[src/common/pe_array_pkg.sv]
package pe_array_pkg;

    ////////////////////
    // array geometry
    ////////////////////

    localparam int NUM_ROWS = 3;
    localparam int NUM_COLS = 4;

    // datapath widths
    localparam int DATA_W   = 16;
    localparam int PSUM_W   = 32;
    localparam int ROW_ID_W = 2;
    localparam int COL_ID_W = 3;

    // operand pairs per compute
    localparam int MAC_LEN  = 4;

    typedef logic [DATA_W-1:0]   data_t;
    typedef logic [PSUM_W-1:0]   psum_t;
    typedef logic [ROW_ID_W-1:0] row_id_t;
    typedef logic [COL_ID_W-1:0] col_id_t;

    typedef enum logic [1:0] {
        OP_NOP     = 2'd0,
        OP_COMPUTE = 2'd1
    } opcode_t;

    typedef enum logic [1:0] {
        ST_IDLE = 2'd0,
        ST_MAC  = 2'd1,
        ST_ACC  = 2'd2,
        ST_SEND = 2'd3
    } pe_state_t;

endpackage

[src/hw/pe/pe.sv]
`timescale 1ns/1ps

module pe
    import pe_array_pkg::*;
(
    input  logic    i_clk,
    input  logic    i_rst,

    input  opcode_t i_opcode,
    input  logic    i_opcode_valid,
    output logic    o_idle,
    input  logic    i_acc_en,

    input  data_t   i_ifmap,
    input  logic    i_ifmap_valid,
    output logic    o_ifmap_ready,
    input  data_t   i_wght,
    input  logic    i_wght_valid,
    output logic    o_wght_ready,

    // psum from the pe below
    input  psum_t   i_psum_in,
    input  logic    i_psum_in_valid,
    output logic    o_psum_in_ready,

    output psum_t   o_psum_out,
    output logic    o_psum_out_valid,
    input  logic    i_psum_out_ready
);

    pe_state_t                    state;
    data_t                        ifmap_q;
    data_t                        wght_q;
    logic                         ifmap_full;
    logic                         wght_full;
    logic [$clog2(MAC_LEN)-1:0]   mac_cnt;
    psum_t                        acc;
    logic                         start;
    logic                         ifmap_take;
    logic                         wght_take;
    logic                         mac_fire;
    logic                         acc_fire;

    assign o_idle          = (state == ST_IDLE);
    assign o_ifmap_ready   = (state == ST_MAC) && !ifmap_full;
    assign o_wght_ready    = (state == ST_MAC) && !wght_full;
    assign o_psum_in_ready = (state == ST_ACC);

    assign start      = o_idle && i_opcode_valid && (i_opcode == OP_COMPUTE);
    assign ifmap_take = i_ifmap_valid && o_ifmap_ready;
    assign wght_take  = i_wght_valid && o_wght_ready;
    assign mac_fire   = (state == ST_MAC) && ifmap_full && wght_full;
    assign acc_fire   = i_psum_in_valid && o_psum_in_ready;

    ////////////////////
    // control fsm
    ////////////////////

    always_ff @(posedge i_clk) begin
        if (i_rst) begin
            state      <= ST_IDLE;
            ifmap_full <= 1'b0;
            wght_full  <= 1'b0;
            mac_cnt    <= '0;
        end else begin
            case (state)
                // OP_NOP is taken here and has no effect
                ST_IDLE: begin
                    if (start) begin
                        state   <= ST_MAC;
                        mac_cnt <= '0;
                    end
                end
                ST_MAC: begin
                    if (mac_fire) begin
                        ifmap_full <= 1'b0;
                        wght_full  <= 1'b0;
                        mac_cnt    <= mac_cnt + 1'b1;
                        if (int'(mac_cnt) == MAC_LEN - 1) begin
                            state <= i_acc_en ? ST_ACC : ST_SEND;
                        end
                    end else begin
                        if (ifmap_take) begin
                            ifmap_full <= 1'b1;
                        end
                        if (wght_take) begin
                            wght_full <= 1'b1;
                        end
                    end
                end
                ST_ACC: begin
                    if (acc_fire) begin
                        state <= ST_SEND;
                    end
                end
                ST_SEND: begin
                    if (i_psum_out_ready) begin
                        state <= ST_IDLE;
                    end
                end
            endcase
        end
    end

    // operands and accumulator
    always_ff @(posedge i_clk) begin
        if (ifmap_take) begin
            ifmap_q <= i_ifmap;
        end
        if (wght_take) begin
            wght_q <= i_wght;
        end
        if (start) begin
            acc <= '0;
        end else if (mac_fire) begin
            acc <= acc + (psum_t'(ifmap_q) * psum_t'(wght_q));
        end else if (acc_fire) begin
            acc <= acc + i_psum_in;
        end
    end

    assign o_psum_out       = acc;
    assign o_psum_out_valid = (state == ST_SEND);

endmodule

[config.mk]
export PLATFORM = sky130hd
export DESIGN_NAME = pe
export DESIGN_NICKNAME = d
export VERILOG_FILES = /design/src/common/pe_array_pkg.sv /design/src/hw/pe/pe.sv
export SDC_FILE = /design/constraint.sdc
export NUM_CORES = 1
export LEC_CHECK = 0
export BUFFER_PORTS_ARGS = -buffer_cell sky130_fd_sc_hd__buf_2
export CORE_UTILIZATION = 54
export CTS_CLUSTER_DIAMETER = 50
export DETAILED_ROUTE_END_ITERATION = 6
export PLACE_DENSITY_LB_ADDON = 0.12
export SKIP_CTS_REPAIR_TIMING = 1
export SYNTH_ARGS = -nofsm -noshare
export SYNTH_HDL_FRONTEND = slang
export SYNTH_SLANG_ARGS = --single-unit
[constraint.sdc]
create_clock -name i_clk -period 14.7 [get_ports i_clk]
set_input_delay 1.47 -clock i_clk [delete_from_list [all_inputs] [get_ports i_clk]]
set_output_delay 1.47 -clock i_clk [all_outputs]
set_load 0.02 [all_outputs]
==> out/qor.txt <==
Vias in the first global route -> 11400
Final worst path period share -> 44.8%
CTS buffer count -> 9
Initial antenna violation count -> 1
Number of cells in the design after placement -> 1987
DP Wirelength -> 28800 microns
Max Clock Freq -> 152 MHz
Count of buffers inserted at the top-level ports -> 110
Class of the most critical setup path -> flip-flop to flip-flop
Max Buffers Root-to-Sink -> 2
Placeable Area -> 25200 sq um
Clk slew on worst S/H paths -> 70 ps
Unrepaired setup endpoints after global routing -> false
Count of different cell masters after synthesis -> 72
I/O pin count -> 111
Setup slack at placement -> 8220 ps
Critical-path cell with the highest stage delay -> edfxtp_1
Syn. warnings -> 0
Overall routing resource usage -> 28.5%
Via count -> 11100
Post-route non-filler standard cell count -> 2004
Sequential area share after synthesis -> 12.4%
Routed wire length -> 35600 microns
Worst clock skew -> 17.4 ps
Worst Setup Slack, final -> 8110 ps
TritonCTS clock tree -> yes
Synth-to-Final Area Change -> 7.60%
Number of cell instances on the worst register-to-register path -> 20
Cell area after synthesis -> 13900 sq um
Most frequently used flop master after synthesis -> dfxtp_1
DRT Pass-1 Iters -> 5
Data required time at the worst endpoint -> 14940 ps
Residual overflow from global routing -> 0
Maximum number of pins on one net before global-route repair -> 43
Die Width -> 162 microns
Wire length of the first global-routing pass -> 58000 microns
Critical path peak fanout -> 16
Largest delay contributor family on the critical path -> adder cells
Hold WC Path Type -> flip-flop to flip-flop
Critical-path cell list -> nand2_1 > fa_1 > fa_1 > fa_1 > inv_1 > fa_1 > fa_1 > inv_1 > fa_1 > inv_1 > ha_1 > a21oi_1 > o21ai_0 > a31o_2 > a21o_1 > a31oi_2 > o21ai_1 > a31oi_1 > a311oi_1 > a2111oi_0
Top-area cell type share of the netlist area -> 32.6%
Final hold violation count -> 0
Post-synthesis register bit count -> 70
Final cell utilization of the core -> 59.3%
Setup total negative slack -> 0 ps
Kind of start point of the critical path -> flip-flop
DIE AREA -> 26300 sq um
Tightest Pin Transition -> 1060 ps
Cell at the root of the clock tree -> clkbuf_16
Number of nets in the final layout -> 2103
Syn_nets -> 2038
DRC violation count after routing -> 0
EDFF count, synth -> 32
Post-DR vias/cell -> 5.55
Per-cell routed wire length -> 17.8 microns
Dominant cell type by count on the critical path -> fa_1
H-tree depth -> 3
Type of element capturing the critical path -> flip-flop
Proportion of layout cells with a drive suffix above 1 -> 8.61%
Setup violations, final -> 0
Clk Latency, worst-skew pair -> 360 ps
Mean Syn Cell Area -> 8.65 sq um
Buffers & Inverters on Critical Path -> 3
Number of maximum-capacitance constraint violations -> 0
Synthesized netlist cell count -> 1603
Clock net sink count -> 70
Rows -> 58
Vert. Die Dim -> 162 microns
Initial drt markers -> 628
Max-slew violations -> 0
Commonest cells after routing, fill and taps aside -> inv_1, fa_1, nand2_1, ha_1, and2_1
Stage delay of the slowest cell on the critical path -> 770 ps
Number of stages on the worst setup path -> 20
Leading cell type in the layout, fill and taps excluded -> inv_1
Post-synth top area cell -> fa_1
Min cycle time layout -> 6590 ps
Run status -> finished, final reports clean
Crit path DAT -> 6830 ps
Worst hold path depth -> 2
Share of async-settable or async-resettable flops after synthesis -> 0%
Synth top area cells -> fa_1, ha_1, inv_1, edfxtp_1, nand2_1
Slew margin rel. -> 29.5%
Initial standard-cell utilization of the core -> 55.1%
Post-DRT Antenna Nets -> 0
Global placement routability congestion -> 0.911
## synth_stat cells, drive strengths merged, types with 11 or more instances
library cell  number
and2             122
clkbuf            55
a211oi            25
xnor2             22
nand2            203
dfxtp             38
edfxtp            32
xor2              23
nand3             12
a21oi             83
and3              11
inv              353
o21ai             52
a31oi             12
fa               226
ha               135
nor2              48
o211ai            11
a21o              33
o21a              11
## flip-flops by register name, summed over array words and instances (netlist names)
| name | flops |
|---|---|
| o_psum_out | 32 |
| wght_q | 16 |
| mac_cnt | 2 |
| ifmap_full | 1 |
| state | 2 |
| ifmap_q | 16 |
| wght_full | 1 |
## per-layer routing
metal  share of wire (%)  track usage [%]  wire length [microns]  vias up
met1                  43             37.5                  15400     5599
met2                  50             48.7                  17600      280
met5                   0                0                      0        -
li1                    -                -                      -     5187
met4                 3.0             9.43                   1070        0
met3                 4.2             3.14                   1490       60
## tightest hold or removal path, delay by kind of cell, from the launching register on
family	cells	cell delay (ps)
AO/OA/AOI/OAI	1	120
flip-flops	1	330
AND/OR/NAND/NOR	1	40
## cells by family after synthesis
kind of cell,after synthesis,share of synthesized area (%)
AOI/OAI and AO/OA,276,13.1
xor gates and xnor gates,45,2.84
adders and majority gates,361,44.8
buffers and inverters,414,11.5
DFF,70,12.4
muxes,5,0.370
and+or+nand+nor,432,14.9
## cell type report
cell class | count | area [sq um]
Multi-Input combinational cell | 1119 | 10600
Tap cell | 330 | 413
Clock buffer | 11 | 254
Inverter | 353 | 1330
Sequential cell | 70 | 1720
Antenna cell | 1 | 2.50
Clock inverter | 5 | 65.1
Timing Repair Buffer | 115 | 588
Fill cell | 2316 | 10300
## worst paths after layout
| check | endpoint | slack, ps | from |
|---|---|---|---|
| max | o_psum_out[25] | 8110 | ifmap_q[11] |
| min | wght_full | 540 | wght_full |
| max reg2reg | o_psum_out[25] | 8110 | ifmap_q[11] |
| min reg2reg | wght_full | 540 | wght_full |
## metrics by stage
stage	hold WS, ps	instance area [sq um]
6_report	540	14900
5_1_grt	567	14900
3_3_place_gp	516	14600
4_1_cts	536	14900
2_1_floorplan	493	13900
3_5_place_dp	527	14600
Power is left out: the tool's default activity adds up to more than one toggle a clock period on the data nets, which glitch-free logic cannot reach.
