`config.mk`:
```
export PLATFORM = sky130hd
export DESIGN_NAME = gin_network
export DESIGN_NICKNAME = d
export VERILOG_FILES = /design/src/common/pe_array_pkg.sv /design/src/hw/gin/gin_bus.sv /design/src/hw/gin/gin_network.sv
export SDC_FILE = /design/constraint.sdc
export NUM_CORES = 1
export LEC_CHECK = 0
export ABC_CLOCK_PERIOD_IN_PS = 6000
export BUFFER_PORTS_ARGS = -buffer_cell sky130_fd_sc_hd__buf_2
export CAP_MARGIN = 20
export CELL_PAD_IN_SITES_DETAIL_PLACEMENT = 1
export CELL_PAD_IN_SITES_GLOBAL_PLACEMENT = 1
export CORE_MARGIN = 2
export CORE_UTILIZATION = 37
export CTS_CLUSTER_DIAMETER = 50
export DETAILED_ROUTE_END_ITERATION = 7
export PLACE_DENSITY_LB_ADDON = 0.1
export SLEW_MARGIN = 40
export SYNTH_ARGS = -nofsm -noshare
export SYNTH_HDL_FRONTEND = slang
export SYNTH_HIERARCHICAL = 1
export SYNTH_SLANG_ARGS = --single-unit
```
`constraint.sdc`:
```
create_clock -name i_clk -period 6 [get_ports i_clk]
set_input_delay 0.9 -clock i_clk [delete_from_list [all_inputs] [get_ports i_clk]]
set_output_delay 0.9 -clock i_clk [all_outputs]
set_load 0.01 [all_outputs]
```
`src/common/pe_array_pkg.sv`:
```
package pe_array_pkg;

    ////////////////////
    // array geometry
    ////////////////////

    localparam int NUM_ROWS = 3;
    localparam int NUM_COLS = 4;

    // datapath widths
    localparam int DATA_W   = 16;
    localparam int PSUM_W   = 32;
    localparam int ROW_ID_W = 2;
    localparam int COL_ID_W = 3;

    // operand pairs per compute
    localparam int MAC_LEN  = 4;

    typedef logic [DATA_W-1:0]   data_t;
    typedef logic [PSUM_W-1:0]   psum_t;
    typedef logic [ROW_ID_W-1:0] row_id_t;
    typedef logic [COL_ID_W-1:0] col_id_t;

    typedef enum logic [1:0] {
        OP_NOP     = 2'd0,
        OP_COMPUTE = 2'd1
    } opcode_t;

    typedef enum logic [1:0] {
        ST_IDLE = 2'd0,
        ST_MAC  = 2'd1,
        ST_ACC  = 2'd2,
        ST_SEND = 2'd3
    } pe_state_t;

endpackage

```
`src/hw/gin/gin_bus.sv`:
```
`timescale 1ns/1ps

module gin_bus
    import pe_array_pkg::*;
#(
    parameter int SLV_NUM   = NUM_ROWS,
    parameter int ID_W      = ROW_ID_W,
    parameter int PAYLOAD_W = DATA_W
) (
    input  logic                          i_clk,
    input  logic                          i_rst,

    // id table load
    input  logic [SLV_NUM-1:0][ID_W-1:0]  i_id,
    input  logic                          i_id_valid,

    // tagged packet from master
    input  logic [ID_W-1:0]               i_tag,
    input  logic [PAYLOAD_W-1:0]          i_payload,
    input  logic                          i_valid,
    output logic                          o_ready,

    // multicast to slaves
    output logic [PAYLOAD_W-1:0]          o_payload,
    output logic [SLV_NUM-1:0]            o_valid,
    input  logic [SLV_NUM-1:0]            i_slv_ready
);

    logic [SLV_NUM-1:0][ID_W-1:0] id_table;
    logic [SLV_NUM-1:0]           match;
    logic                         all_ready;

    always_ff @(posedge i_clk) begin
        if (i_rst) begin
            id_table <= '0;
        end else if (i_id_valid) begin
            id_table <= i_id;
        end
    end

    always_comb begin
        for (int s = 0; s < SLV_NUM; s++) begin
            match[s] = (id_table[s] == i_tag);
        end
    end

    // slaves that do not match never hold the bus back
    assign all_ready = &(i_slv_ready | ~match);

    // valid only when every target can take it, so the multicast is atomic
    assign o_valid   = match & {SLV_NUM{i_valid & all_ready}};
    assign o_payload = i_payload;
    assign o_ready   = all_ready;

endmodule

```
`src/hw/gin/gin_network.sv`:
```
`timescale 1ns/1ps

module gin_network
    import pe_array_pkg::*;
(
    input  logic                               i_clk,
    input  logic                               i_rst,

    // id tables
    input  row_id_t [NUM_ROWS-1:0]             i_row_id,
    input  logic                               i_row_id_valid,
    input  col_id_t [NUM_COLS-1:0]             i_col_id,
    input  logic [NUM_ROWS-1:0]                i_col_id_valid,

    // packet in
    input  row_id_t                            i_row_tag,
    input  col_id_t                            i_col_tag,
    input  data_t                              i_data,
    input  logic                               i_valid,
    output logic                               o_ready,

    // to the pe grid
    output data_t [NUM_ROWS-1:0]               o_pe_data,
    output logic [NUM_ROWS-1:0][NUM_COLS-1:0]  o_pe_valid,
    input  logic [NUM_ROWS-1:0][NUM_COLS-1:0]  i_pe_ready
);

    // column tag rides along with the data on the row bus
    logic [COL_ID_W+DATA_W-1:0] row_payload;
    logic [NUM_ROWS-1:0]        row_valid;
    logic [NUM_ROWS-1:0]        col_ready;

    gin_bus #(
        .SLV_NUM   (NUM_ROWS),
        .ID_W      (ROW_ID_W),
        .PAYLOAD_W (COL_ID_W + DATA_W)
    ) u_row_bus (
        .i_clk       (i_clk),
        .i_rst       (i_rst),
        .i_id        (i_row_id),
        .i_id_valid  (i_row_id_valid),
        .i_tag       (i_row_tag),
        .i_payload   ({i_col_tag, i_data}),
        .i_valid     (i_valid),
        .o_ready     (o_ready),
        .o_payload   (row_payload),
        .o_valid     (row_valid),
        .i_slv_ready (col_ready)
    );

    for (genvar r = 0; r < NUM_ROWS; r++) begin : g_col_bus
        gin_bus #(
            .SLV_NUM   (NUM_COLS),
            .ID_W      (COL_ID_W),
            .PAYLOAD_W (DATA_W)
        ) u_col_bus (
            .i_clk       (i_clk),
            .i_rst       (i_rst),
            .i_id        (i_col_id),
            .i_id_valid  (i_col_id_valid[r]),
            .i_tag       (row_payload[DATA_W +: COL_ID_W]),
            .i_payload   (row_payload[DATA_W-1:0]),
            .i_valid     (row_valid[r]),
            .o_ready     (col_ready[r]),
            .o_payload   (o_pe_data[r]),
            .o_valid     (o_pe_valid[r]),
            .i_slv_ready (i_pe_ready[r])
        );
    end

endmodule

```
==> results of run 1 <==
## layer usage
metal	part of all wire	vias up
met5	0	-
met4	0.0065	0
met3	0.050	6
met2	0.44	49
met1	0.50	919
li1	-	988
## cell usage in the layout, fill, tap and decap left out, types with 5 or more instances in the layout
cell and instances:
buf_2 53, clkbuf_8 5, nand3_1 18, mux2i_1 42, dfxtp_1 42, nand2_1 14, nor4_1 12, xor2_1 6
nand3_2 6, nor3_1 6, xnor2_1 36, nor2_1 57
## state kept, by name, summed over array words and instances (netlist names)
register and flops:
u_row_bus/id_table 6, g_col_bus.u_col_bus/id_table 36
## metrics by stage
stage	cell area, um^2	setup WS, ps	std cells	power (W)	utilization
after global routing	2736	1667	413	0.0006715	0.3597
after global placement	2638	1635	405	0.0004534	0.3467
final	2736	1919	413	0.0006348	0.3597
after detailed placement	2638	1723	405	0.0004539	0.3467
after CTS	2728	1792	413	0.0006457	0.3586
after floorplan	2864	2388	332	0.0004538	-
## cell type report
class                   instances  area share
multi-input cells             207      0.5135
flip-flops and latches         42      0.3073
repair buffers                 54     0.09968
well taps                     102     0.04664
clock buffers                   5     0.02515
clock inverters                 3    0.007773
## cells by family after synthesis
family	share of synthesized area
simple gates	0.1935
buf+inv	0.2180
xor+xnor	0.1284
mux	0.1468
flops	0.2936
compound gates	0.01966
## report_power, final
group	switching (W)	leakage [nW]	internal [W]
logic	0.0000817	0.771	0.0000581
registers	0.0000113	0.347	0.000295
clock network	0.000106	0.0441	0.0000819
## how the worst max path moves through the flow
stage / start / to / slack [ps] / cells past startpoint
floorplan: i_col_tag[2] / o_pe_valid[4] / 2390 / 10
global placement: i_col_tag[1] / o_pe_valid[5] / 1630 / 10
detailed placement: i_col_tag[1] / o_pe_valid[6] / 1720 / 10
CTS: i_col_tag[1] / o_pe_valid[6] / 1790 / 10
global route: i_col_tag[1] / o_pe_valid[9] / 1670 / 11
finish: i_col_tag[1] / o_pe_valid[9] / 1920 / 11
## worst max-delay path: cells and delay by family
kind,cells,cell delay (ps)
buf+inv,2,550
xor+xnor,1,200
simple gates,7,1390
compound gates,1,140
==> results.json, run 1 <==
{
  "cts_tree": "yes",
  "crit_fanout": 12,
  "worst_hold_path.num_cells": 2,
  "syn2layout_area_growth_pct": -4.456,
  "antennaDiodeCount": 0,
  "area.sequential_um2": 840.8,
  "setup_viol": 0,
  "holdCritStartpoint": "u_row_bus/id_table[4]",
  "fin_skew_ps": 0,
  "multiInputGateArea_um2": 1405,
  "drcViolationCount": 0,
  "grt_pass1_wl_um": 10810,
  "top_level_ports": 119,
  "totalWireLength_um": 6795,
  "slew_headroom": 0.6393,
  "rsz0062_at_grt": "false",
  "insertion_delay_ps": 300,
  "drtAntennaViolNets": 0,
  "vias": 1962,
  "cts.sinks": 42,
  "syn-num-nets": 390,
  "crit_chain": "buf_2 -> xnor2_1 -> nand3_1 -> o22ai_1 -> nor2_1 -> nand2_1 -> nor3_1 -> nor3b_1 -> nand3_1 -> nor4_1 -> buf_2",
  "fin_hold_ws_ps": 523.8,
  "vdd_drop_max_mv": 0.1348,
  "hold_viol": 0,
  "startpoint_type": "primary input",
  "use_met2": 0.2518,
  "filler_cell_count": 935,
  "synth-edff-count": 0,
  "dpl.hpwl_um": 5377,
  "status": "finished clean",
  "root_buffer": "clkbuf_8",
  "tightest_slew_ps": 539.9,
  "reg2reg_slack_ps": 5350,
  "synth_most_common_cell": "buf_4",
  "avgSynthCellArea_um2": 8.626,
  "drt_iter0_markers": 57,
  "synth_area_leaders": "dfxtp_1, buf_4, mux2i_1, xnor2_1, nor2_1",
  "synth_common_cells": "buf_4, nor2_1, dfxtp_1, mux2i_1, xnor2_1",
  "finalSetupTns_ps": 0,
  "crit_slowest_cell": "nor3b_1",
  "synth_top_area_share": 0.2936,
  "rows": 32,
  "antenna_found_initial": 0,
  "yosysWarnings": 6,
  "ys_seq_elements": 42,
  "wire_per_inst_um": 16.45,
  "crit_path_end_kind": "primary output",
  "criticalPathCategory": "primary input to primary output",
  "fin_crit_ps": 4081,
  "p_per_area_nw_per_um2": 232.0,
  "syn_inst": 332,
  "timing.rr.end": "g_col_bus[0].u_col_bus/id_table[10]",
  "required_ps": 5100,
  "grt_pass1_vias": 1946,
  "ctsHtreeMaxLevel": 2,
  "cts_buffer_depth": 2,
  "ys.flop_type": "dfxtp_1",
  "drive_gt1_frac": 0.2315,
  "numCtsBuffers": 5,
  "fp.dieH_um": 91.98,
  "grt_max_degree": 43,
  "gp_congestion": 0.8043,
  "chipWidth_um": 91.98,
  "synthArstFlopShare": 0,
  "final_nets": 368,
  "hold_buffers": 0,
  "worst-r2r-cell-count": 2,
  "max_freq_ghz": 0.2451,
  "gr-total-overflow": 0,
  "yosys.cell_types.count": 18,
  "start_util": 0.3765,
  "routed_via_density": 4.751,
  "critical-path-max-stage-delay_ps": 460,
  "grt.busiest_layer": "met2",
  "r2r_start": "g_col_bus[0].u_col_bus/id_table[10]",
  "finalMaxSlewViolations": 0,
  "track_usage": 0.1663,
  "coreArea_um2": 7607,
  "clk_pin_slew_ps": 90,
  "synth_top_area_cell": "dfxtp_1",
  "die_area_um2": 8460,
  "gr-usage-met1": 0.2416,
  "cp.arrival_ps": 3180,
  "cts_setup_buffers": 0,
  "yosysSeqAreaShare": 0.2936,
  "synth_area_um2": 2864,
  "min_path_type": "flop to flop",
  "use_met3": 0.03451,
  "leakagePower_nw": 1.162,
  "first_pass_iters": 4,
  "maxCapViolCount": 0,
  "min_to": "u_row_bus/id_table[4]",
  "fin_crit_sh": 0.6801,
  "cts_resized": 0,
  "portBuffers": 54
}
Power figures use the tool's default switching activity.
==> run 2, diff against run 1 <==
- ABC_CLOCK_PERIOD_IN_PS: 6000 -> 3900
- CORE_UTILIZATION: 37 -> 35
- clock period: 6 -> 3.9 ns (I/O delays scaled with it)
==> run 2 against run 1 <==
Routed wire length decreased by 0.29%. First-iteration DRC count up 26%. Register-to-register slack got worse by 2100 ps. Highest routed layer unchanged. Hold slack lost 7.5 ps. Count of clock-buffer cells in the layout did not move. Largest cell class unchanged. Critical path depth unchanged. Die area up 5.5%.
==> results.json, run 2 (same netlist as run 1, synthesis figures left out) <==
{
  "startpoint_type": "primary input",
  "final_area_um2": 2741,
  "min_to": "u_row_bus/id_table[2]",
  "final_nets": 369,
  "start_util": 0.3650,
  "syn2layout_area_growth_pct": -4.281,
  "cts_buffer_depth": 2,
  "required_ps": 3310,
  "reg2reg_slack_ps": 3250,
  "setup_viol": 0,
  "track_usage": 0.1577,
  "drt_iter0_markers": 72,
  "criticalPathCategory": "primary input to primary output",
  "critical-path-max-stage-delay_ps": 600,
  "drtAntennaViolNets": 0,
  "rows": 32,
  "dr_wl_met3_um": 270,
  "placed_cell_area_um2": 2645,
  "top_layer": "met4",
  "crit_family": "simple AND/OR/NAND/NOR gates",
  "finalMaxSlewViolations": 0,
  "gp_congestion": 0.7271,
  "crit_slowest_cell": "nor3b_1",
  "fp.dieH_um": 94.46,
  "rsz0062_at_grt": "false",
  "timing.rr.end": "g_col_bus[1].u_col_bus/id_table[3]",
  "fin_crit_sh": 0.9263,
  "clk_pin_slew_ps": 90,
  "wire_per_inst_um": 16.36,
  "worst_hold_path.num_cells": 3,
  "max_freq_ghz": 0.2768,
  "cts.sinks": 42,
  "chipWidth_um": 94.46,
  "cts_tree": "yes",
  "fin_hold_ws_ps": 516.3,
  "top_level_ports": 119,
  "r2r_start": "g_col_bus[1].u_col_bus/id_table[3]",
  "drive_gt1_frac": 0.2308,
  "routed_via_density": 4.754,
  "filler_cell_count": 956,
  "cts_resized": 0,
  "leakagePower_nw": 1.167,
  "wl_met1_um": 3335,
  "insertion_delay_ps": 300,
  "numCtsBuffers": 5,
  "layout_commonest_cell": "nor2_1",
  "hold_viol": 0,
  "fin_crit_ps": 3613,
  "top_regs": "g_col_bus.u_col_bus/id_table: 36 flops, u_row_bus/id_table: 6 flops",
  "crit_fanout": 12,
  "finalSetupTns_ps": 0,
  "grt_max_degree": 43,
  "crit_path_end_kind": "primary output",
  "hold_buffers": 0,
  "first_pass_iters": 4,
  "holdCritStartpoint": "i_row_id[2]",
  "crit_chain": "buf_2 -> xnor2_1 -> nand3_1 -> o22ai_1 -> nor2_1 -> nand2_1 -> nor3_1 -> nor3b_1 -> nand3_1 -> nor4_1 -> buf_2",
  "routed-wl-met2_um": 3115,
  "most-common-layout-cells": "nor2_1, buf_2, mux2i_1, dfxtp_1, xnor2_1",
  "coreArea_um2": 7848,
  "p_per_area_nw_per_um2": 359.0,
  "cts_setup_buffers": 0,
  "gr-total-overflow": 0,
  "worst-r2r-cell-count": 2,
  "grt_pass1_vias": 2063,
  "ctsHtreeMaxLevel": 2,
  "status": "finished clean",
  "antenna_found_initial": 0,
  "min_path_type": "primary input to flop",
  "grt_pass1_wl_um": 10650,
  "die_area_um2": 8923,
  "fin_skew_ps": 0,
  "totalWireLength_um": 6775,
  "tightest_slew_ps": 687.7,
  "final_core_util": 0.3493,
  "cp.arrival_ps": 3030,
  "dpl.hpwl_um": 5183,
  "vias": 1968,
  "drcViolationCount": 0,
  "antennaDiodeCount": 0,
  "vdd_drop_max_mv": 0.1384,
  "maxCapViolCount": 0,
  "cp_num_buf_inv": 2,
  "largest_register_ffs": 36,
  "root_buffer": "clkbuf_8",
  "top_register": "g_col_bus.u_col_bus/id_table",
  "slew_headroom": 0.5405,
  "portBuffers": 54
}
-- run 2: cell types whose count changed in the layout (fill, tap and decap cells not counted) --
| cell | delta |
|---|---|
| buf_4 | +1 |
| clkinv_2 | -1 |
| nor4bb_1 | +1 |
| nor4bb_2 | -1 |
| inv_6 | +1 |
-- run 2: metal layers --
| metal | vias up | GRT usage |
|---|---|---|
| met1 | 936 | 0.2155 |
| met3 | 5 | 0.03432 |
| met2 | 40 | 0.2542 |
| li1 | 987 | - |
| met5 | - | 0 |
| met4 | 0 | 0.03744 |
-- run 2: layout make-up --
cell class,count,area (um^2),share of cell area
clock inverters,3,25.02,0.009128
flip-flops and latches,42,840.8,0.3067
clock buffers,5,68.82,0.02510
well taps,102,127.6,0.04655
repair buffers,55,280.3,0.1022
multi-input cells,207,1399,0.5103
-- run 2: how the worst max path moves through the flow --
| stage | start | endpoint | depth (start not counted) |
|---|---|---|---|
| 2_1_floorplan | i_col_tag[2] | o_pe_valid[4] | 10 |
| 3_3_place_gp | i_col_tag[0] | o_pe_valid[0] | 11 |
| 3_5_place_dp | i_col_tag[0] | o_pe_valid[10] | 11 |
| 4_1_cts | i_col_tag[0] | o_pe_valid[10] | 11 |
| 5_1_grt | i_col_tag[0] | o_pe_valid[10] | 11 |
| 6_report | i_col_tag[0] | o_pe_valid[11] | 11 |
-- run 2: per-stage QoR --
step | cells | total power (W) | setup slack [ps]
6_report | 414 | 0.0009840 | 287.4
5_1_grt | 414 | 0.001045 | 153.7
4_1_cts | 414 | 0.001002 | 317.8
3_5_place_dp | 406 | 0.0006973 | 323.3
3_3_place_gp | 406 | 0.0006955 | 357.6
2_1_floorplan | 332 | 0.0006982 | 917.9
-- run 2: power breakdown --
group          internal [W]  total (W)  switching [W]
Sequential         0.000455   0.000473      0.0000183
Clock              0.000129   0.000299       0.000169
Combinational     0.0000897   0.000212       0.000123
-- run 2: worst min-delay path, stage by stage --
cell and delay (ps):
buf_2 80, mux2i_1 50, nor2_1 70
